==> src/hdl/tagger_defines.svh <==
`ifndef TAGGER_DEFINES_SVH
`define TAGGER_DEFINES_SVH

// Stream word layout
`define TAG_LANES 4
`define TAG_BITS 32
// Raw tag fields, channel sits above the subtime
`define SUBTIME_BITS 26
`define CHAN_BITS 6

// Channels counted per edge
`define NUM_CHANNELS 8

// Wishbone port
`define WB_ADR_BITS 12
`define WB_DAT_BITS 32
// Address bits at and above this one select the slave
`define SLAVE_SEL_LSB 8

// Identification and statistics register map
`define DESIGN_VERSION 1
`define STATS_CLEAR_REG 63

`endif

==> src/hdl/tagger_pkg.sv <==
`default_nettype none

`include "tagger_defines.svh"

package tagger_pkg;

   // Kind of a decoded lane, channel 0 means wrap
   typedef enum logic {
      TAG_EVENT,
      TAG_WRAP
   } tag_kind_e;

   // One decoded lane
   typedef struct packed {
      logic                         valid;
      tag_kind_e                    kind;
      logic signed [`CHAN_BITS-1:0] channel;
      logic [63:0]                  timestamp;
   } tag_rec_t;

   // All lanes of one stream word, lane 0 at the bottom
   typedef tag_rec_t [`TAG_LANES-1:0] tag_word_t;

   // Wishbone classic request from the master
   typedef struct packed {
      logic                    cyc;
      logic                    stb;
      logic                    we;
      logic [`WB_ADR_BITS-1:0] adr;
      logic [`WB_DAT_BITS-1:0] dat;
   } wb_req_t;

   // Wishbone classic response from a slave
   typedef struct packed {
      logic                    ack;
      logic [`WB_DAT_BITS-1:0] dat;
   } wb_rsp_t;

   // Slave selected by the upper address nibble
   typedef enum logic [3:0] {
      SLV_ID    = 4'd0,
      SLV_STATS = 4'd1
   } wb_slave_e;

endpackage

`default_nettype wire

==> src/hdl/wb_decoder.sv <==
`timescale 1ns/1ns
`default_nettype none

`include "tagger_defines.svh"

module wb_decoder (
   input  wire logic                sys_clk,
   input  wire logic                sys_clk_rst,
   input  wire tagger_pkg::wb_req_t wb_req_i,
   output tagger_pkg::wb_rsp_t      wb_rsp_o,
   output tagger_pkg::wb_req_t      stats_req_o,
   input  wire tagger_pkg::wb_rsp_t stats_rsp_i
);

   import tagger_pkg::*;

   // Slave chosen by the upper address bits
   wb_slave_e                 slave_sel;
   // Register index inside a slave
   logic [`SLAVE_SEL_LSB-1:0] reg_idx;

   // Local slave covers the ID block and every unmapped address
   logic                      local_sel;
   logic                      id_ack_q;
   logic [`WB_DAT_BITS-1:0]   id_dat;
   logic [`WB_DAT_BITS-1:0]   id_dat_q;

   // Out-of-range nibbles stay outside the enum and land in default
   assign slave_sel = wb_slave_e'(wb_req_i.adr[`WB_ADR_BITS-1:`SLAVE_SEL_LSB]);
   assign reg_idx = wb_req_i.adr[`SLAVE_SEL_LSB-1:0];
   assign local_sel = (slave_sel != SLV_STATS);

   // Statistics slave sees stb only when addressed
   always_comb begin
      stats_req_o = wb_req_i;
      stats_req_o.stb = wb_req_i.stb & (slave_sel == SLV_STATS);
   end

   // ID registers, unmapped slaves read 0
   always_comb begin
      id_dat = '0;
      if (slave_sel == SLV_ID) begin
         case (reg_idx)
            `SLAVE_SEL_LSB'(0): id_dat = `WB_DAT_BITS'(`DESIGN_VERSION);
            `SLAVE_SEL_LSB'(1): id_dat = `WB_DAT_BITS'(`NUM_CHANNELS);
            default: id_dat = '0;
         endcase
      end
   end

   // Local ack, one cycle high then one cycle low
   always_ff @(posedge sys_clk) begin
      if (sys_clk_rst) begin
         id_ack_q <= 1'b0;
      end else begin
         id_ack_q <= wb_req_i.cyc & wb_req_i.stb & local_sel & ~id_ack_q;
      end
   end

   always_ff @(posedge sys_clk) begin
      id_dat_q <= id_dat;
   end

   // Response back to the port
   // Master holds adr until ack, so the select is still valid here
   always_comb begin
      case (slave_sel)
         SLV_STATS: wb_rsp_o = stats_rsp_i;
         default: begin
            wb_rsp_o.ack = id_ack_q;
            wb_rsp_o.dat = id_dat_q;
         end
      endcase
   end

endmodule

`default_nettype wire

==> config.mk <==
export PLATFORM = sky130hd
export DESIGN_NAME = wb_decoder
export DESIGN_NICKNAME = d
export VERILOG_FILES = /design/src/hdl/tagger_pkg.sv /design/src/hdl/wb_decoder.sv
export VERILOG_INCLUDE_DIRS = /design/src /design/src/hdl
export SDC_FILE = /design/constraint.sdc
export NUM_CORES = 1
export LEC_CHECK = 0
export BUFFER_PORTS_ARGS = -buffer_cell sky130_fd_sc_hd__buf_2
export CAP_MARGIN = 15
export CORE_AREA = 5 5 66 68
export CTS_CLUSTER_SIZE = 24
export DETAILED_ROUTE_END_ITERATION = 8
export DIE_AREA = 0 0 71 73
export PLACE_DENSITY = 0.79
export RECOVER_POWER = 50
export SYNTH_ARGS = -nofsm -noshare
export SYNTH_HDL_FRONTEND = slang
export SYNTH_SLANG_ARGS = --single-unit
==> constraint.sdc <==
create_clock -name sys_clk -period 0.89 [get_ports sys_clk]
set_input_delay 0.0445 -clock sys_clk [delete_from_list [all_inputs] [get_ports sys_clk]]
set_output_delay 0.0445 -clock sys_clk [all_outputs]
set_load 0.03 [all_outputs]
==> results of run 1 <==
==> area by class of cell <==
cell class | instances | area (sq um) | share of cell area [%]
clock buffer | 4 | 45.04 | 3.346
sequential | 3 | 60.06 | 4.461
tap | 50 | 62.56 | 4.647
timing repair buffer | 103 | 783.3 | 58.18
multi-input combinational | 43 | 395.4 | 29.37
==> routing by layer <==
metal | track usage (%) | vias to the layer above | wire length [um]
met5 | 0 | - | 0
met4 | 3.967 | 0 | 19
met3 | 4.545 | 8 | 335
met2 | 18.13 | 71 | 1458
met1 | 8.592 | 345 | 787
li1 | - | 370 | -
==> power by group through the flow <==
stage / registers (mW) / logic, mW / clock network, mW
2_1_floorplan: 0.140 / 0.492 / 0
3_3_place_gp: 0.140 / 0.346 / 0
3_5_place_dp: 0.140 / 0.350 / 0
4_1_cts: 0.138 / 0.417 / 0.414
5_1_grt: 0.139 / 0.451 / 0.418
6_report: 0.138 / 0.423 / 0.396
==> flip-flops by register name, summed over array words and instances (netlist names) <==
signal and count:
id_ack_q 1, id_dat_q 2
==> per-stage QoR <==
stage / total power, mW / hold WS [ps] / utilization [%] / setup TNS (ps)
global route: 1.007 / 73.12 / 35.44 / -7575
finish: 0.9569 / 63.14 / 35.44 / -6108
global placement: 0.4862 / 89.20 / 26.15 / -9720
detailed placement: 0.4903 / 89.20 / 26.15 / -11080
CTS: 0.9690 / 57.89 / 34.98 / -6698
floorplan: 0.6314 / 114.8 / - / -2289
==> cell families after synthesis <==
family	after synthesis
flip-flops	3
multiplexers	3
buffers and inverters	49
AND/OR/NAND/NOR	40
==> Yosys cell counts <==
master / n
clkbuf_2: 3
buf_4: 46
or3_2: 1
nor4_1: 2
nor4b_4: 1
or4b_1: 1
or4_1: 2
and2_1: 31
nand2_1: 1
dfxtp_1: 3
nor4_2: 1
mux2_2: 3
==> repair_timing <==
item                       4_1_cts  5_1_grt
hold buffers                     1        0
gates cloned                     1        0
setup endpoints to repair       35       36
pin swaps                       12        0
gates resized for setup         92        5
hold endpoints to repair         1        0
==> final timing paths <==
path | end | slack, ps
setup / recovery | wb_rsp_o[3] | -230
hold / removal | id_ack_q$_SDFF_PP0_ | 60
setup reg to reg | id_ack_q$_SDFF_PP0_ | 250
hold reg to reg | id_ack_q$_SDFF_PP0_ | 430
==> out/results.tsv, run 1 <==
stage	metric	value	unit
critical_path	crit_chain	buf_6, nor4b_4, buf_4, mux2_4, buf_6	
timing	setup_viol	34	
global_route	grt_pass1_vias	860	
layout	nNetsFinal	236	
layout	syn2layout_area_growth	83.62	%
yosys	synthesis.instances	95	
yosys	synth_top_area_share	47.10	%
yosys	synth-compound-area-share	0	%
floorplan	core-area	3799	sq um
routing	drt_iter0_markers	6	
critical_path	cp-start-kind	primary input	
yosys	ys_seq_elements	3	
power_and_ir_drop	p_int	649.1	uW
timing	tightest_slew	233.3	ps
yosys	ys_warn_count	0	
status	violations	negative setup slack	
clocking	path_clk_slew	30	ps
power_and_ir_drop	vdd_drop_max	0.3815	mV
clocking	cts_sinks	3	
yosys	synth_nets	177	
critical_path	max_stage_delay	310	ps
timing	period_needed	1119	ps
min_path	min_path_type	primary input to flop	
yosys	yosys.area_share.simple	38.05	%
layout	fillCellCount	414	
routing	wl_per_cell	12.81	um
layout	finalNonFillerCells	203	
routing	ant_nets	0	
placement	dp.cells	197	
min_path	worstHoldStart	wb_req_i[46]	
routing	detail_route.first_pass.iterations	2	
timing	final_hold_viol_count	0	
clocking	h-tree-depth	1	
min_path	whs_path_depth	3	
routing	drc	0	
floorplan	initial_utilization	19.30	%
power_and_ir_drop	power.density	710.8	nW/um^2
critical_path	reg2reg_depth	1	
power_and_ir_drop	p_leak	0.7136	nW
critical_path	critPathArrivalTime	1070	ps
floorplan	die_x	71	um
routing	via_per_inst	3.911	
placement	dp_hpwl	1971	um
flow_run	drv_cap	0	
floorplan	dieArea	5183	sq um
yosys	synth_top_family_by_area	buffers and inverters	
critical_path	path_buf_inv	3	
placement	dp_slack	-335.8	ps
power_and_ir_drop	swShare	32.17	%
floorplan	die_y	73	um
layout	drive_gt1_share	93.46	%
placement	place.gp.congestion	0.6610	
critical_path	r2r-start	id_ack_q$_SDFF_PP0_	
global_route	grt_start_max_net_pins	21	
clocking	numCtsBuffers	3	
yosys	synth_fa_ha_area_share	0	%
yosys	muxShareOfSynthArea	4.608	%
timing	slew_headroom	84.38	%
yosys	synth_area	733.2	sq um
layout	final_common_cell	buf_2	
timing	finalClockSkew	0	ps
yosys	synth_cell_type_count	12	
yosys	synth_xor_area_share	0	%
timing	fmaxAchievable	894.0	MHz
timing	layout_setup_ws	-228.6	ps
yosys	synthTopCellsByArea	buf_4 47%, and2_1 26%, dfxtp_1 8.2%, mux2_2 4.6%, nor4b_4 3.2%	
critical_path	setup.worst_path.end_class	output port	
clocking	tritoncts	done	
global_route	grt_pass1_wl	3919	um
status	outcome	finished, violations left	
global_route	grtUsageTotal	9.522	%
layout	stdcell_area	1346	sq um
layout	antenna_cells	0	
clocking	cts-root-buf	clkbuf_8	
floorplan	ios	162	
critical_path	critPathMaxFanout	3	
placement	placed_area	993.5	sq um
clocking	clock_path_buffers	2	
timing	rsz0062_at_grt	yes	
critical_path	crit_required	850	ps
clocking	clk_latency	220	ps
timing	maxSlewViolCount	0	
yosys	yosysSeqAreaShare	8.191	%
global_route	antenna_found_initial	0	
power_and_ir_drop	clkPwrFrac	41.4	%
timing	layout_worst_path_cycle_share	125.7	%
power_and_ir_drop	combPwrFrac	44.2	%
placement	portBuffers	95	
critical_path	worstSetupStartpoint	wb_req_i[43]	
layout	mostFrequentLayoutCells	59 x buf_2, 38 x buf_6, 17 x and2_2	
yosys	synth_area_per_cell	7.718	sq um
critical_path	critPathTopFamily	buffers and inverters	
yosys	yosys.area.top_type	buf_4	
global_route	grt-ovfl-total	0	
routing	vias	794	
power_and_ir_drop	seqPwrFrac	14.5	%
routing	routed_wirelength	2601	um
floorplan	fp-row-count	23	
critical_path	critical_path_class	primary input to output port	
critical_path	crit_cells	5	
clocking	cts_setup_buffers	0	
critical_path	crit_slowest_cell	mux2_4	
power_and_ir_drop	p_sw	307.8	uW
critical_path	crit_top_cell	buf_6	
Note: power is estimated with default switching activity, not from simulation.
==> inputs of run 2 (changes only) <==
CORE_AREA = 5 5 63 65   (was 5 5 66 68)
DIE_AREA = 0 0 68 70   (was 0 0 71 73)
PLACE_DENSITY = 0.82   (was 0.79)
clock period = 1.1 ns   (was 0.89 ns; I/O delays follow)
==> run 2 against run 1 <==
The run still ends with negative setup slack left. Power shrank 34%. Clock power shrank 52%. Register-to-register slack gained 210 ps.
==> out/results.tsv, run 2 (synthesis gave the netlist of run 1 again) <==
stage	metric	value	unit
status	outcome	finished, violations left	
status	violations	negative setup slack	
layout	mostFrequentLayoutCells	59 x buf_2, 37 x buf_6, 19 x and2_1	
floorplan	core-area	3284	sq um
timing	layout_worst_path_cycle_share	100.3	%
clocking	tritoncts	done	
power_and_ir_drop	power.density	502.7	nW/um^2
critical_path	r2r_end	id_ack_q$_SDFF_PP0_	
critical_path	critical_path_class	primary input to output port	
power_and_ir_drop	swShare	35.75	%
floorplan	ios	162	
min_path	worstHoldStart	wb_req_i[46]	
global_route	grt_start_max_net_pins	22	
timing	setup_viol	2	
placement	place.gp.congestion	0.6145	
critical_path	crit_required	1040	ps
placement	dp_hpwl	2161	um
floorplan	die_y	70	um
layout	antenna_cells	0	
critical_path	critPathArrivalTime	1050	ps
power_and_ir_drop	p_int	407.7	uW
power_and_ir_drop	p_leak	0.6715	nW
routing	drt_iter0_markers	5	
routing	ant_nets	0	
critical_path	critPathMaxFanout	5	
clocking	cts_sinks	3	
clocking	clock_path_buffers	2	
timing	layout_setup_ws	-3.634	ps
placement	portBuffers	95	
layout	largest-register	id_dat_q	
global_route	antenna_found_initial	0	
clocking	clk_latency	230	ps
layout	syn2layout_area_growth	72.18	%
timing	final_hold_viol_count	0	
routing	routed_wirelength	2684	um
clocking	cts_setup_buffers	0	
timing	rsz0062_at_grt	yes	
placement	placed_area	955.9	sq um
power_and_ir_drop	vdd_drop_max	0.2090	mV
critical_path	reg2reg_depth	1	
global_route	grt_pass1_vias	854	
timing	tightest_slew	261.6	ps
min_path	min_path_type	primary input to flop	
critical_path	setup.worst_path.end_class	output port	
power_and_ir_drop	clkPwrFrac	29.9	%
layout	drive_gt1_share	80.13	%
timing	whs	55.99	ps
clocking	path_clk_slew	40	ps
timing	finalClockSkew	0	ps
clocking	cts-root-buf	clkbuf_4	
critical_path	cp-start-kind	primary input	
global_route	grt-ovfl-total	0	
power_and_ir_drop	p_sw	226.9	uW
timing	fmaxAchievable	906.1	MHz
layout	final_common_cell	buf_2	
critical_path	reg2reg_slack	460	ps
timing	period_needed	1104	ps
timing	slew_headroom	82.40	%
power_and_ir_drop	seqPwrFrac	17.6	%
flow_run	drv_cap	0	
global_route	grt_pass1_wl	3636	um
critical_path	r2r-start	id_ack_q$_SDFF_PP0_	
routing	vias	784	
floorplan	dieArea	4760	sq um
min_path	min_to	id_ack_q$_SDFF_PP0_	
layout	stdcell_area	1262	sq um
floorplan	die_x	68	um
floorplan	initial_utilization	22.32	%
power_and_ir_drop	combPwrFrac	52.5	%
layout	largestRegisters	id_dat_q (2), id_ack_q (1)	
routing	wl_per_cell	13.62	um
clocking	h-tree-depth	1	
timing	maxSlewViolCount	0	
min_path	whs_path_depth	3	
layout	nNetsFinal	234	
routing	drc	0	
clocking	numCtsBuffers	3	
floorplan	fp-row-count	21	
global_route	grtUsageTotal	9.952	%
routing	detail_route.first_pass.iterations	2	
layout	largest_reg_flops	2	
routing	via_per_inst	3.980	
==> run 2: through the flow <==
step | cells | util, % | worst slack (ps) | power (mW) | setup TNS, ps
4_1_cts | 197 | 34.51 | -9.158 | 0.6297 | -21.45
2_1_floorplan | 95 | - | 53.25 | 0.5063 | 0
3_3_place_gp | 192 | 29.10 | -98.21 | 0.3922 | -1822
3_5_place_dp | 192 | 29.10 | -101.8 | 0.3968 | -1929
6_report | 197 | 38.44 | -3.634 | 0.6346 | -4.278
5_1_grt | 197 | 38.44 | -45.47 | 0.6721 | -557.1
==> run 2: cell type report <==
cell class              instances  area (sq um)
fillers                       341          2022
repair buffers                101         764.5
multi-input cells              43         354.1
flip-flops and latches          3         60.06
well taps                      46         57.56
clock buffers                   4         26.28
==> run 2: worst max path at each step <==
stage / from / end / slack, ps / cells after the start
after floorplan: wb_req_i[41] / stats_req_o[45] / 50 / 3
after global placement: wb_req_i[41] / wb_rsp_o[3] / -100 / 5
after detailed placement: wb_req_i[41] / wb_rsp_o[0] / -100 / 5
after CTS: wb_req_i[42] / wb_rsp_o[0] / -9 / 5
after global routing: wb_req_i[42] / wb_rsp_o[22] / -50 / 6
final: wb_req_i[42] / wb_rsp_o[32] / -4 / 5
==> run 2: timing repair <==
| item | CTS | global route |
|---|---|---|
| hold buffers | 1 | 0 |
| hold endpoints to repair | 1 | 0 |
| pin swaps | 1 | 4 |
| resized for setup | 49 | 38 |
| endpoints found under the setup margin | 34 | 34 |
==> run 2: metal layers <==
layer	up-vias	track usage (%)	part of all wire, %
li1	368	-	-
met2	64	19.59	57
met3	16	3.526	12
met1	336	7.375	28
met5	-	0	0
met4	0	6.623	2.5
==> run 2: power by group through the flow <==
stage / logic, mW / registers, mW / clock network, mW
6_report: 0.333 / 0.112 / 0.190
4_1_cts: 0.314 / 0.112 / 0.204
3_5_place_dp: 0.284 / 0.113 / 0
5_1_grt: 0.356 / 0.112 / 0.205
3_3_place_gp: 0.279 / 0.113 / 0
2_1_floorplan: 0.393 / 0.113 / 0
==> run 2: critical path, cell delays in order <==
cell and delay, ps:
buf_6 100, nor4b_4 270, buf_6 170, mux2_4 310, buf_6 140
==> inputs of run 3 (changes only) <==
CORE_AREA = 5 5 61 63   (was 5 5 63 65)
DIE_AREA = 0 0 66 68   (was 0 0 68 70)
PLACE_DENSITY = 0.87   (was 0.82)
clock period = 1.39 ns   (was 1.1 ns; I/O delays follow)
==> run 3 against run 2 <==
The flow now finishes without violations. Combinational power fell by 37%. Cell area fell by 25%. Critical endpoint is now wb_rsp_o[31]. Critical path depth rose by 1. Register-to-register slack improved by 280 ps. Clock skew did not move. First-iteration DRC count rose to 2.6 times the previous value. Power fell by 28%. Routed wire length fell by 19%. Setup slack improved by 120 ps. Sequential power fell by 21%. Count of clock-buffer cells in the layout did not move. Clock power fell by 18%.
==> out/results.tsv, run 3 (synthesis gave the netlist of run 1 again) <==
stage	metric	value	unit
status	outcome	completed	
floorplan	fp-row-count	21	
routing	ant_nets	0	
min_path	worstHoldStart	wb_req_i[40]	
routing	vias	747	
layout	drive_gt1_share	66.22	%
global_route	grt-ovfl-total	0	
timing	tightest_slew	367.3	ps
routing	maxUsedRoutingLayer	met4	
clocking	cts_setup_buffers	0	
min_path	min_path_type	primary input to flop	
clocking	path_clk_slew	40	ps
floorplan	die_x	66	um
routing	drt_iter0_markers	13	
routing	routed_wirelength	2161	um
power_and_ir_drop	power	454.9	uW
critical_path	setup.worst_path.end_class	output port	
layout	stdcell_area	950.9	sq um
timing	slew_headroom	75.62	%
layout	largestRegisters	id_dat_q (2), id_ack_q (1)	
routing	wl_met2	1105	um
floorplan	ios	162	
layout	mostFrequentLayoutCells	87 x buf_2, 31 x and2_1, 9 x clkbuf_1	
critical_path	r2r-start	id_ack_q$_SDFF_PP0_	
timing	finalClockSkew	0	ps
routing	drc	0	
placement	placed_area	920.9	sq um
layout	final_core_util	29.91	%
layout	syn2layout_area_growth	29.69	%
layout	antenna_cells	0	
timing	fmaxAchievable	782.5	MHz
timing	maxSlewViolCount	0	
floorplan	initial_utilization	23.06	%
clocking	clk_latency	230	ps
layout	finalNonFillerCells	194	
floorplan	dieArea	4488	sq um
global_route	grt_pass1_vias	737	
timing	layout_worst_path_cycle_share	91.93	%
global_route	antenna_found_initial	0	
timing	rsz0062_at_grt	no	
placement	place.gp.congestion	0.6625	
clocking	tritoncts	done	
timing	period_needed	1278	ps
placement	dp_hpwl	1934	um
layout	final_common_cell	buf_2	
global_route	grt_start_max_net_pins	22	
layout	largest-register	id_dat_q	
layout	multi_input_comb_area	312.8	sq um
flow_run	drv_cap	0	
critical_path	critPathArrivalTime	1210	ps
critical_path	crit_required	1320	ps
routing	via_per_inst	3.851	
critical_path	critPathMaxFanout	21	
floorplan	core-area	3179	sq um
clocking	cts-root-buf	clkbuf_4	
global_route	grtUsageTotal	8.860	%
floorplan	die_y	68	um
layout	nNetsFinal	231	
routing	detail_route.first_pass.iterations	2	
placement	dp.cells	189	
routing	wl_per_cell	11.14	um
clocking	h-tree-depth	1	
power_and_ir_drop	p_leak	0.5835	nW
critical_path	critical_path_class	primary input to output port	
power_and_ir_drop	vdd_drop_max	0.2419	mV
clocking	cts_sinks	3	
timing	tns	0	ps
layout	fillCellCount	363	
placement	portBuffers	95	
layout	seq_area	60.06	sq um
power_and_ir_drop	power.density	478.4	nW/um^2
global_route	grt_pass1_wl	3132	um
critical_path	cp-start-kind	primary input	
clocking	numCtsBuffers	3	
routing	wl_met3	371	um
timing	setup_viol	0	
clocking	clock_path_buffers	2	
layout	largest_reg_flops	2	
timing	final_hold_viol_count	0	
routing	wl_met1	647	um
critical_path	worstSetupStartpoint	wb_req_i[41]	
run 3: cell count changes in the layout (fill, tap and decap cells not counted), sizes merged:
cell / delta
clkbuf: +8
buf: -11
run 3: metal layers:
layer | up-vias | track usage (%)
met5 | - | 0
met4 | 0 | 4.315
met3 | 10 | 4.269
met2 | 66 | 15.64
met1 | 311 | 8.738
li1 | 360 | -
run 3: layout make-up:
class                      instances  area share (%)
clock buffer                       4           2.763
timing repair buffer              98           51.97
tap                               46           6.053
sequential                         3           6.316
multi-input combinational         43           32.89
run 3: critical path: stages:
cell and delay (ps):
buf_2 120, nor4b_4 280, buf_6 180, buf_4 200
and2_1 150, buf_2 190
run 3: path summary, 6_finish.rpt:
kind                                  to  slack [ps]  depth (start not counted)
hold reg to reg      id_ack_q$_SDFF_PP0_         420                          1
hold / removal    id_dat_q[3]$_SDFF_PP0_          60                          2
setup / recovery            wb_rsp_o[31]         110                          6
setup reg to reg     id_ack_q$_SDFF_PP0_         740                          1
run 3: report_power, final:
| part | total, mW | leakage (nW) | switching, mW | internal (mW) |
|---|---|---|---|---|
| clock network | 0.155 | 0.0150 | 0.0475 | 0.108 |
| registers | 0.0883 | 0.0243 | 0.000535 | 0.0877 |
| logic | 0.211 | 0.544 | 0.124 | 0.0873 |
| total | 0.455 | 0.583 | 0.172 | 0.283 |
run 3: metrics by stage:
stage	hold slack (ps)	worst slack, ps
2_1_floorplan	139.8	314.3
3_3_place_gp	139.2	115.2
3_5_place_dp	139.2	87.44
4_1_cts	47.26	81.39
5_1_grt	63.87	12.92
6_report	57.41	112.1
run 3: what timing repair did:
action	in CTS	in global routing
endpoints found under the setup margin	0	8
resized for setup	0	1
hold buffers	1	0
hold endpoints to repair	1	0
