==> src/hdl/tagger_defines.svh <==
`ifndef TAGGER_DEFINES_SVH
`define TAGGER_DEFINES_SVH

// Stream word layout
`define TAG_LANES 4
`define TAG_BITS 32
// Raw tag fields, channel sits above the subtime
`define SUBTIME_BITS 26
`define CHAN_BITS 6

// Channels counted per edge
`define NUM_CHANNELS 8

// Wishbone port
`define WB_ADR_BITS 12
`define WB_DAT_BITS 32
// Address bits at and above this one select the slave
`define SLAVE_SEL_LSB 8

// Identification and statistics register map
`define DESIGN_VERSION 1
`define STATS_CLEAR_REG 63

`endif

==> src/hdl/tagger_pkg.sv <==
`default_nettype none

`include "tagger_defines.svh"

package tagger_pkg;

   // Kind of a decoded lane, channel 0 means wrap
   typedef enum logic {
      TAG_EVENT,
      TAG_WRAP
   } tag_kind_e;

   // One decoded lane
   typedef struct packed {
      logic                         valid;
      tag_kind_e                    kind;
      logic signed [`CHAN_BITS-1:0] channel;
      logic [63:0]                  timestamp;
   } tag_rec_t;

   // All lanes of one stream word, lane 0 at the bottom
   typedef tag_rec_t [`TAG_LANES-1:0] tag_word_t;

   // Wishbone classic request from the master
   typedef struct packed {
      logic                    cyc;
      logic                    stb;
      logic                    we;
      logic [`WB_ADR_BITS-1:0] adr;
      logic [`WB_DAT_BITS-1:0] dat;
   } wb_req_t;

   // Wishbone classic response from a slave
   typedef struct packed {
      logic                    ack;
      logic [`WB_DAT_BITS-1:0] dat;
   } wb_rsp_t;

   // Slave selected by the upper address nibble
   typedef enum logic [3:0] {
      SLV_ID    = 4'd0,
      SLV_STATS = 4'd1
   } wb_slave_e;

endpackage

`default_nettype wire

==> src/hdl/tag_converter.sv <==
`timescale 1ns/1ns
`default_nettype none

`include "tagger_defines.svh"

module tag_converter (
   input  wire logic                               sys_clk,
   input  wire logic                               sys_clk_rst,
   input  wire logic                               tag_valid_i,
   input  wire logic [`TAG_LANES*`TAG_BITS-1:0]    tag_data_i,
   input  wire logic [`TAG_LANES-1:0]              tag_keep_i,
   output tagger_pkg::tag_word_t                   tags_o
);

   import tagger_pkg::*;

   // Upper timestamp bits come from the wrap count
   localparam int WRAP_BITS = 64 - `SUBTIME_BITS;

   // Wraps seen so far, before the current word
   logic [WRAP_BITS-1:0]     wrap_cnt;
   // Running count while walking the lanes
   logic [WRAP_BITS-1:0]     wrap_run;

   // Per-lane fields of the current word
   logic [`CHAN_BITS-1:0]    lane_chan;
   logic [`SUBTIME_BITS-1:0] lane_sub;
   logic                     lane_kept;

   // Decoded word before the output register
   tag_word_t                tags_d;

   // Output register, valid flags kept apart from the payload
   logic [`TAG_LANES-1:0]    valid_q;
   tag_word_t                payload_q;

   // Lane decode with a running prefix of wraps
   // Lane k sees every wrap in lanes 0..k-1 already counted
   always_comb begin
      wrap_run = wrap_cnt;
      lane_chan = '0;
      lane_sub = '0;
      lane_kept = 1'b0;
      for (int k = 0; k < `TAG_LANES; k++) begin
         lane_chan = tag_data_i[k*`TAG_BITS+`SUBTIME_BITS +: `CHAN_BITS];
         lane_sub = tag_data_i[k*`TAG_BITS +: `SUBTIME_BITS];
         // Dropped keep bit means the lane is ignored entirely
         lane_kept = tag_valid_i & tag_keep_i[k];
         tags_d[k].valid = lane_kept;
         tags_d[k].channel = lane_chan;
         if (lane_chan == '0) begin
            tags_d[k].kind = TAG_WRAP;
            // A kept wrap bumps the count for itself and all lanes above
            if (lane_kept) begin
               wrap_run = wrap_run + WRAP_BITS'(1);
            end
         end else begin
            tags_d[k].kind = TAG_EVENT;
         end
         // Wrap count shifted above the subtime
         tags_d[k].timestamp = {wrap_run, lane_sub};
      end
   end

   // Control state, wrap count and lane valids
   always_ff @(posedge sys_clk) begin
      if (sys_clk_rst) begin
         wrap_cnt <= '0;
         valid_q <= '0;
      end else begin
         wrap_cnt <= wrap_run;
         for (int k = 0; k < `TAG_LANES; k++) begin
            valid_q[k] <= tags_d[k].valid;
         end
      end
   end

   // Lane payload, a new word every cycle
   always_ff @(posedge sys_clk) begin
      payload_q <= tags_d;
   end

   // Merge valids back into the records
   always_comb begin
      tags_o = payload_q;
      for (int k = 0; k < `TAG_LANES; k++) begin
         tags_o[k].valid = valid_q[k];
      end
   end

endmodule

`default_nettype wire

==> config.mk <==
export PLATFORM = sky130hd
export DESIGN_NAME = tag_converter
export DESIGN_NICKNAME = d
export VERILOG_FILES = /design/src/hdl/tagger_pkg.sv /design/src/hdl/tag_converter.sv
export VERILOG_INCLUDE_DIRS = /design/src /design/src/hdl
export SDC_FILE = /design/constraint.sdc
export NUM_CORES = 1
export LEC_CHECK = 0
export BUFFER_PORTS_ARGS = -buffer_cell sky130_fd_sc_hd__buf_2
export CAP_MARGIN = 0
export CORE_MARGIN = 2
export CORE_UTILIZATION = 35
export CTS_CLUSTER_SIZE = 14
export DETAILED_ROUTE_END_ITERATION = 8
export PLACE_DENSITY = 0.61
export SYNTH_ARGS = -nofsm -noshare
export SYNTH_HDL_FRONTEND = slang
export SYNTH_SLANG_ARGS = --single-unit
export TNS_END_PERCENT = 50
==> constraint.sdc <==
create_clock -name sys_clk -period 9 [get_ports sys_clk]
set_input_delay 0.45 -clock sys_clk [delete_from_list [all_inputs] [get_ports sys_clk]]
set_output_delay 0.45 -clock sys_clk [all_outputs]
set_load 0.1 [all_outputs]
==> out/metrics.yaml, run 1 <==
status: "finished clean"
viasPerCell: 5.10
power_leakage_nw: 7.02
ant_nets: 0
synth.area.top_cells: "dfxtp_1 55%, xnor2_1 6.3%, xor2_1 2.6%, nand4_1 2.2%, nor2_1 2.2%"
antenna_found_initial: 0
synth_cells: 1137
async_reset_ff_frac: 0
synth_area_um2: 11900
dp_hpwl_mm: 31.8
cp.required_ns: 9.35
rows: 67
start_util: 0.355
max_freq_mhz: 147
dieArea_um2: 35400
grt_pass1_wl_mm: 60.0
gr-total-overflow: 0
dp_slack_ns: 1.86
finalSetupViolCount: 0
worstHoldPathType: "in2reg"
yosysTopAreaCell: "dfxtp_1"
final_util: 0.466
power.total_mw: 3.27
final_nets: 1698
synth_compound_area_frac: 0.0834
crit_buf_inv: 2
routed_wl_mm: 40.7
crit_type: "in2reg"
setup_tns_ns: 0
areaGrowthSynthToFinish_pct: 31.3
insertion_delay_ns: 0.52
grt_pass1_vias: 9841
cpLargestDelayFamily: "simple AND/OR/NAND/NOR gates"
cp.arrival_ns: 7.14
synth-xor-area-share: 0.0937
synth_warnings: 0
ir_worst_vdd_v: 0.000152
synth_top_family_by_area: "simple AND/OR/NAND/NOR gates"
grt_start_max_net_pins: 45
period_share: 0.754
setup_ws_ns: 2.21
synth.avg_cell_area_um2: 10.4
muxShareOfSynthArea: 0.00654
drt_iter0_markers: 765
synth-simple-area-share: 0.231
crit_top_cell: "or3_1"
worstReg2RegStart: "wrap_cnt[0]"
min_period_ns: 6.79
design.portCount: 423
tightest_slew_ns: 1.06
hp-start: "tag_data_i[89]"
drt-pass1-iter-count: 7
ys_ff_latch: 326
drive_gt1_frac: 0.341
crit_path_start: "tag_data_i[27]"
htree_levels: 2
antenna_cells: 0
yosysUniqueCellTypes: 93
postCtsSetupBuffers: 0
final_common_cell: "buf_2"
skew_ns: 0.0163
worstSetupEndpointType: "register"
syn_nets: 1276
synthAdderAreaFrac: 0.00422
hold_viol_final: 0
final_max_slew_viol_count: 0
rsz0062_at_grt: "false"
die_y_um: 188
num_vias: 10354
yosysTopAreaCellShare: 0.550
cp_cell_sequence: "buf_2 > nor4_4 > nand2_1 > xnor2_1 > ha_1 > inv_1 > or3_4 > and3_1 > or2_1 > or3_1 > a211oi_2 > and2b_1 > or4_4 > a211oi_4 > nand4_2 > or3_1 > or4b_4 > xnor2_2 > nor2b_1"
synthFlopType: "dfxtp_1"
mostFrequentLayoutCells: "422 x buf_2, 326 x dfxtp_1, 85 x xnor2_1"
ctsLongestPathBuffers: 3
slew_headroom: 0.286
cts_made_buffers: 35
hold_buffers: 0
clk_pin_slew_ns: 0.06
ys_seq_area_frac: 0.550
grtUsageTotal: 0.220
post_cts_resized: 0
slowest_delay_ns: 0.65
cts_tree: "built"
coreArea_um2: 33400
cp-start-kind: "input port"
cts_root_buffer: "clkbuf_16"
path_max_fanout: 11
dp_cells: 1970
cts.sinks: 326
drc_errors: 0
wire_per_inst_um: 20.1
final_cells: 2030
max-cap-violations: 0
die_w_um: 188
cp_slowest_cell: "a211oi_2"
synth_edf_count: 0
place.gp.congestion: 0.922
r2r_slack_ns: 2.49
p_per_area_nw_per_um2: 210
io_buffers: 422
==> cell type report <==
class / instances / area [µm²]
Fill cell: 3198 / 17900
Timing Repair Buffer: 425 / 2130
Inverter: 50 / 188
Clock buffer: 48 / 1020
Sequential cell: 326 / 6530
Tap cell: 448 / 561
Clock inverter: 12 / 178
Multi-Input combinational cell: 721 / 4970
==> power by group <==
part	leakage [nW]	switching, mW	total [mW]	internal [mW]
registers	2.67	0.00829	1.48	1.48
clock network	0.584	0.566	1.47	0.907
logic	3.76	0.269	0.313	0.0433
total	7.02	0.844	3.27	2.43
==> cells in the mapped netlist, types with 9 or more instances <==
cell type,number
clkbuf_1,27
nand4_1,41
or3_1,10
or2_2,12
nor3_1,42
and3_1,20
and4_1,9
nand3_1,42
nor2_1,68
a21oi_1,23
or4_1,9
inv_1,48
nand2_1,60
a31oi_1,9
nor4_1,24
and2_1,12
dfxtp_1,326
xor2_1,35
nor2b_1,39
xnor2_1,85
==> per-stage QoR <==
step,hold WS [ns],instance area (µm²)
global route,0.0153,15600
CTS,0.0151,15600
finish,0.0353,15600
floorplan,0.440,11900
global placement,0.460,14400
detailed placement,0.464,14400
==> worst register-to-register path, delay by kind of cell (launching register included) <==
kind            cells  cell delay (ns)
compound gates      3             1.30
xor+xnor            2             0.44
flops               1             0.58
simple gates        9             4.04
==> sequential cells by signal, indices dropped and copies added, names as in the netlist <==
name / count
tags_o: 284
wrap_cnt: 38
valid_q: 4
==> per-layer routing <==
| layer | share of wire | wire length (µm) | track usage | vias up |
|---|---|---|---|---|
| li1 | - | - | - | 4864 |
| met2 | 0.47 | 19100 | 0.367 | 517 |
| met5 | 0 | 0 | 0 | - |
| met3 | 0.081 | 3280 | 0.0444 | 76 |
| met1 | 0.42 | 17300 | 0.287 | 4897 |
| met4 | 0.026 | 1060 | 0.0651 | 0 |
==> logic make-up after synthesis <==
group | count (synthesis)
DFF | 326
adders and majority gates | 4
xor gates and xnor gates | 123
muxes | 7
buffers and inverters | 90
and+or+nand+nor | 458
AOI/OAI and AO/OA | 129
==> path summary, 6_finish.rpt <==
kind / to / cells after the start
setup / recovery: wrap_cnt[29] / 19
hold / removal: tags_o[169] / 1
setup reg to reg: wrap_cnt[29] / 14
hold reg to reg: tags_o[63] / 1
(Power assumes the default switching activity.)
==> run 2, diff against run 1 <==
Settings changed: PLACE_DENSITY 0.61 to 0.63.
Clock period 9 ns to 5.87 ns, I/O delays scaled along.
==> out/metrics.yaml, run 2 (synthesis results as in run 1) <==
status: "finished clean"  # unchanged
final_cells: 2244  # was 2030
min_period_ns: 5.64
coreArea_um2: 33400  # unchanged
final_common_cell: "buf_2"  # unchanged
place.gp.congestion: 0.932  # was 0.922
worstReg2RegStart: "wrap_cnt[6]"  # was wrap_cnt[0]
die_w_um: 188  # unchanged
cts_root_buffer: "clkbuf_16"  # unchanged
htree_levels: 2  # unchanged
largest_reg_flops: 284  # unchanged
antenna_found_initial: 0  # unchanged
worstHoldPathType: "in2reg"  # unchanged
areaGrowthSynthToFinish_pct: 48.8  # was 31.3%
clk_pin_slew_ns: 0.06  # about the same
wire_per_inst_um: 19.6  # was 20.1 µm
p_sw_frac: 0.261  # was 0.258
viasPerCell: 4.95  # was 5.10
grt_pass1_vias: 11131  # was 9841
drt_iter0_markers: 889  # was 765
gr-total-overflow: 0  # unchanged
slew_headroom: 0.369  # was 0.286
final_nets: 1909  # was 1698
cp.arrival_ns: 6.00  # was 7.14 ns
crit_type: "in2reg"  # unchanged
path_max_fanout: 5  # was 11
ant_nets: 0  # unchanged
pwr-share-comb: 0.109  # was 0.096
hp-start: "tag_keep_i[3]"  # was tag_data_i[89]
setup_tns_ns: 0  # unchanged
ir_worst_vdd_v: 0.000278  # was 0.000152 V
ctsLongestPathBuffers: 3  # unchanged
start_util: 0.355  # unchanged
cpLargestDelayFamily: "simple AND/OR/NAND/NOR gates"  # unchanged
power.total_mw: 5.13  # was 3.27 mW
max_freq_mhz: 177
final_max_slew_viol_count: 0  # unchanged
setup_ws_ns: 0.228  # was 2.21 ns
design.portCount: 423  # unchanged
cp.required_ns: 6.23  # was 9.35 ns
period_share: 0.961
netSwitchingPower_mw: 1.34  # was 0.844 mW
hold_viol_final: 0  # unchanged
cts_made_buffers: 35  # unchanged
cp_slowest_cell: "or4b_4"  # was a211oi_2
insertion_delay_ns: 0.52  # about the same
rsz0062_at_grt: "false"  # unchanged
die_y_um: 188  # unchanged
dp_slack_ns: -0.00471  # was 1.86 ns
routed_wl_mm: 43.9  # was 40.7 mm
cts_tree: "built"  # unchanged
post_dp_cell_area_um2: 15000  # was 14400 µm²
p_per_area_nw_per_um2: 291  # was 210 nW/µm²
cp_cell_sequence: "dlygate4sd3_1 > buf_2 > or4_4 > nor2_2 > mux2_2 > ha_1 > inv_1 > or3_4 > and3_1 > or2_1 > or3_1 > a211oi_4 > buf_4 > and3_2 > nand3_1 > xor2_1 > or3_1 > or3_1 > or4b_4 > xnor2_2 > nor2b_1"  # was buf_2 > nor4_4 > nand2_1 > xnor2_1 > ha_1 > inv_1 > or3_4 > and3_1 > or2_1 > or3_1 > a211oi_2 > and2b_1 > or4_4 > a211oi_4 > nand4_2 > or3_1 > or4b_4 > xnor2_2 > nor2b_1
dp_cells: 2051  # was 1970
cts.sinks: 326  # unchanged
io_buffers: 422  # unchanged
grt_start_max_net_pins: 45  # unchanged
drc_errors: 0  # unchanged
grtUsageTotal: 0.239  # was 0.220
rows: 67  # unchanged
tightest_slew_ns: 0.946  # was 1.06 ns
skew_ns: 0.0224  # was 0.0163 ns
p_int_mw: 3.79  # was 2.43 mW
power_leakage_nw: 8.09  # was 7.02 nW
slowest_delay_ns: 0.57  # was 0.65 ns
num_vias: 11116  # was 10354
crit_top_cell: "or3_1"  # unchanged
antenna_cells: 0  # unchanged
crit_buf_inv: 4  # was 2
max-cap-violations: 0  # unchanged
fin_area_um2: 17600  # was 15600 µm²
worstSetupEndpointType: "register"  # unchanged
p_clk_frac: 0.448  # was 0.451
final_util: 0.528  # was 0.466
dieArea_um2: 35400  # unchanged
grt_pass1_wl_mm: 65.5  # was 60.0 mm
crit_path_start: "tag_data_i[29]"  # was tag_data_i[27]
pwr-share-seq: 0.444  # was 0.454
finalSetupViolCount: 0  # unchanged
dp_hpwl_mm: 32.9  # was 31.8 mm
mostFrequentLayoutCells: "422 x buf_2, 326 x dfxtp_1, 128 x dlygate4sd3_1"  # was 422 x buf_2, 326 x dfxtp_1, 85 x xnor2_1
drt-pass1-iter-count: 6  # was 7
cp-start-kind: "input port"  # unchanged
hold_ws_ns: 0.0312  # was 0.0353 ns
drive_gt1_frac: 0.360  # was 0.341
-- run 2: cell types whose count changed in the layout (fill, tap and decap cells not counted), sizes merged --
| cell | change |
|---|---|
| dlygate4sd3 | +128 |
| buf | +83 |
| clkinv | +4 |
| clkbuf | -1 |
| clkinvlp | -1 |
| inv | +1 |
-- run 2: final timing paths --
path	end	slack, ns	cells past startpoint
worst max register to register	wrap_cnt[29]	0.36	15
worst min-delay path	valid_q[3]	0.03	3
worst max-delay path	wrap_cnt[29]	0.23	21
worst min register to register	tags_o[63]	0.49	1
-- run 2: area by class of cell --
cell class | instances | area (µm²)
Clock inverter | 16 | 191
Fill cell | 2970 | 15800
Multi-Input combinational cell | 721 | 5120
Sequential cell | 326 | 6530
Tap cell | 448 | 561
Inverter | 50 | 188
Clock buffer | 47 | 1020
Timing Repair Buffer | 636 | 4040
-- run 2: timing repair --
action                     in CTS  in global routing
resized for setup               0                 25
buffers inserted                0                  2
hold buffers                  128                  0
setup endpoints to repair       0                 26
hold endpoints to repair      130                  0
-- run 2: power by group through the flow --
stage	registers, mW	clock network [mW]	logic [mW]
2_1_floorplan	2.68	0	0.0140
3_3_place_gp	2.32	0	0.482
3_5_place_dp	2.32	0	0.484
4_1_cts	2.27	2.34	0.553
5_1_grt	2.28	2.44	0.570
6_report	2.28	2.30	0.557
-- run 2: worst reg2reg max path, stage by stage, from the launching register on --
cell	delay, ns
dfxtp_1	0.65
nand4_1	0.32
nor3_1	0.56
a2111oi_0	0.28
or4_1	0.58
o2111ai_1	0.28
or3_1	0.20
buf_4	0.15
o221ai_1	0.24
a21o_1	0.27
or4_4	0.57
xnor2_1	0.20
a21oi_2	0.17
or4b_4	0.62
xnor2_2	0.16
nor2b_1	0.13
-- run 2: routing by layer --
layer	up-vias	track usage	wire length [µm]
met5	-	0	0
met4	0	0.0851	1530
met3	95	0.0494	3140
met2	509	0.396	20300
met1	5225	0.308	18900
li1	5287	-	-
==> run 3, diff against run 2 <==
Settings changed: CAP_MARGIN 0 to unset, CORE_MARGIN 2 to 1.
==> out/metrics.yaml, run 3 (synthesis results as in run 1) <==
r2r_slack_ns: 0.28  # was 0.36 ns
slew_headroom: 0.346  # was 0.369
whs_path_depth: 3  # unchanged
largest_reg_flops: 284  # unchanged
start_util: 0.355  # unchanged
antenna_found_initial: 0  # unchanged
post_dp_cell_area_um2: 14900  # was 15000 µm²
crit_type: "in2reg"  # unchanged
tightest_slew_ns: 0.981  # was 0.946 ns
worstSetupEndpointType: "register"  # unchanged
antenna_cells: 0  # unchanged
skew_ns: 0.0168  # was 0.0224 ns
drt-pass1-iter-count: 5  # was 6
dp_slack_ns: -0.0588  # was -0.00471 ns
areaGrowthSynthToFinish_pct: 47.5  # was 48.8%
htree_levels: 2  # unchanged
hp-start: "tag_keep_i[3]"  # unchanged
io_buffers: 422  # unchanged
hold_viol_final: 0  # unchanged
cts_made_buffers: 34  # was 35
ctsLongestPathBuffers: 3  # unchanged
cp.arrival_ns: 6.07  # was 6.00 ns
final_nets: 1897  # was 1909
die_y_um: 186  # was 188 µm
clk_pin_slew_ns: 0.06  # about the same
drt_iter0_markers: 703  # was 889
grt_pass1_wl_mm: 63.6  # was 65.5 mm
filler_cell_count: 2951  # was 2970
worstHoldPathType: "in2reg"  # unchanged
coreArea_um2: 33400  # unchanged
cts_tree: "built"  # unchanged
cts_root_buffer: "clkbuf_16"  # unchanged
mostFrequentLayoutCells: "422 x buf_2, 326 x dfxtp_1, 128 x dlygate4sd3_1"  # unchanged
max_freq_mhz: 178  # was 177 MHz
insertion_delay_ns: 0.53  # was 0.52 ns
max-cap-violations: 0  # unchanged
power_leakage_nw: 7.99  # was 8.09 nW
finalSetupViolCount: 0  # unchanged
min_to: "valid_q[3]"  # unchanged
num_vias: 11154  # was 11116
cp.required_ns: 6.32  # was 6.23 ns
die_w_um: 186  # was 188 µm
fin_area_um2: 17500  # was 17600 µm²
rows: 67  # unchanged
cp-start-kind: "input port"  # unchanged
worstReg2RegEnd: "wrap_cnt[31]"  # was wrap_cnt[29]
status: "finished clean"  # unchanged
drive_gt1_frac: 0.353  # was 0.360
design.portCount: 423  # unchanged
min_period_ns: 5.62  # was 5.64 ns
grt_start_max_net_pins: 45  # unchanged
ir_worst_vdd_v: 0.000266  # was 0.000278 V
final_util: 0.523  # was 0.528
viasPerCell: 5.00  # was 4.95
seq_area_um2: 6530  # unchanged
period_share: 0.957  # was 0.961
final_max_slew_viol_count: 0  # unchanged
drc_errors: 0  # unchanged
cts.sinks: 326  # unchanged
setup_ws_ns: 0.250  # was 0.228 ns
power.total_mw: 5.12  # was 5.13 mW
routed_wl_mm: 43.8  # was 43.9 mm
r2r_cells: 15  # unchanged
dp_hpwl_mm: 32.3  # was 32.9 mm
setup_tns_ns: 0  # unchanged
path_max_fanout: 5  # unchanged
p_per_area_nw_per_um2: 292  # was 291 nW/µm²
ant_nets: 0  # unchanged
grtUsageTotal: 0.243  # was 0.239
multi_input_area_um2: 5070  # was 5120 µm²
final_common_cell: "buf_2"  # unchanged
gr-total-overflow: 0  # unchanged
grt_pass1_vias: 10818  # was 11131
wire_per_inst_um: 19.6  # about the same
place.gp.congestion: 0.913  # was 0.932
worstReg2RegStart: "wrap_cnt[0]"  # was wrap_cnt[6]
dieArea_um2: 34600  # was 35400 µm²
[run 3: cell count changes in the layout (fill, tap and decap cells not counted), sizes merged]
cell	delta
clkinvlp	+1
buf	-11
clkinv	-3
[run 3: metal layers]
metal | track usage | wire [µm] | vias up
li1 | - | - | 5270
met1 | 0.317 | 18900 | 5291
met2 | 0.395 | 20300 | 514
met3 | 0.0407 | 3020 | 79
met4 | 0.102 | 1570 | 0
met5 | 0 | 0 | -
[run 3: final cells by class]
type,count,area share
inverters,50,0.0107
clock inverters,14,0.0104
well taps,448,0.0320
repair buffers,625,0.226
multi-input cells,721,0.290
flip-flops and latches,326,0.373
clock buffers,47,0.0579
[run 3: worst max-delay path: stages]
cell	delay, ns
dlygate4sd3_1	0.53
buf_2	0.16
or4_4	0.43
nor2_2	0.15
mux2_2	0.19
ha_1	0.17
inv_1	0.06
or3_4	0.41
and3_1	0.18
or2_1	0.24
or3_1	0.42
a211oi_4	0.27
buf_4	0.16
xnor2_1	0.06
or4_4	0.55
a211oi_4	0.31
nand4_2	0.17
or3_1	0.38
or4b_4	0.57
o21a_1	0.22
nor3_2	0.14
[run 3: metrics by stage]
stage	std cells	hold WS, ns
floorplan	1137	0.321
global placement	2039	0.396
detailed placement	2039	0.397
CTS	2228	0.00926
global route	2231	0.0516
finish	2231	0.0233
[run 3: what timing repair did]
| action | CTS | global route |
|---|---|---|
| hold buffers | 128 | 0 |
| endpoints found under the setup margin | 0 | 25 |
| hold endpoints to repair | 131 | 0 |
| buffers inserted | 0 | 3 |
| resized for setup | 0 | 19 |
[run 3: worst max path at each step]
stage / startpoint / to / slack [ns] / cells past startpoint
2_1_floorplan: tag_data_i[27] / wrap_cnt[31] / 0.07 / 22
3_5_place_dp: tag_data_i[27] / wrap_cnt[29] / -0.06 / 20
6_report: tag_data_i[28] / wrap_cnt[31] / 0.25 / 21
3_3_place_gp: tag_data_i[27] / wrap_cnt[31] / 0.13 / 20
5_1_grt: tag_data_i[31] / wrap_cnt[30] / -0.002 / 23
4_1_cts: tag_data_i[31] / wrap_cnt[37] / 0.01 / 21
[run 3: report_power, final]
part           leakage [nW]  internal [mW]  switching, mW
Clock                 0.592           1.39          0.893
Sequential             2.67           2.26         0.0136
Combinational          4.72          0.124          0.432
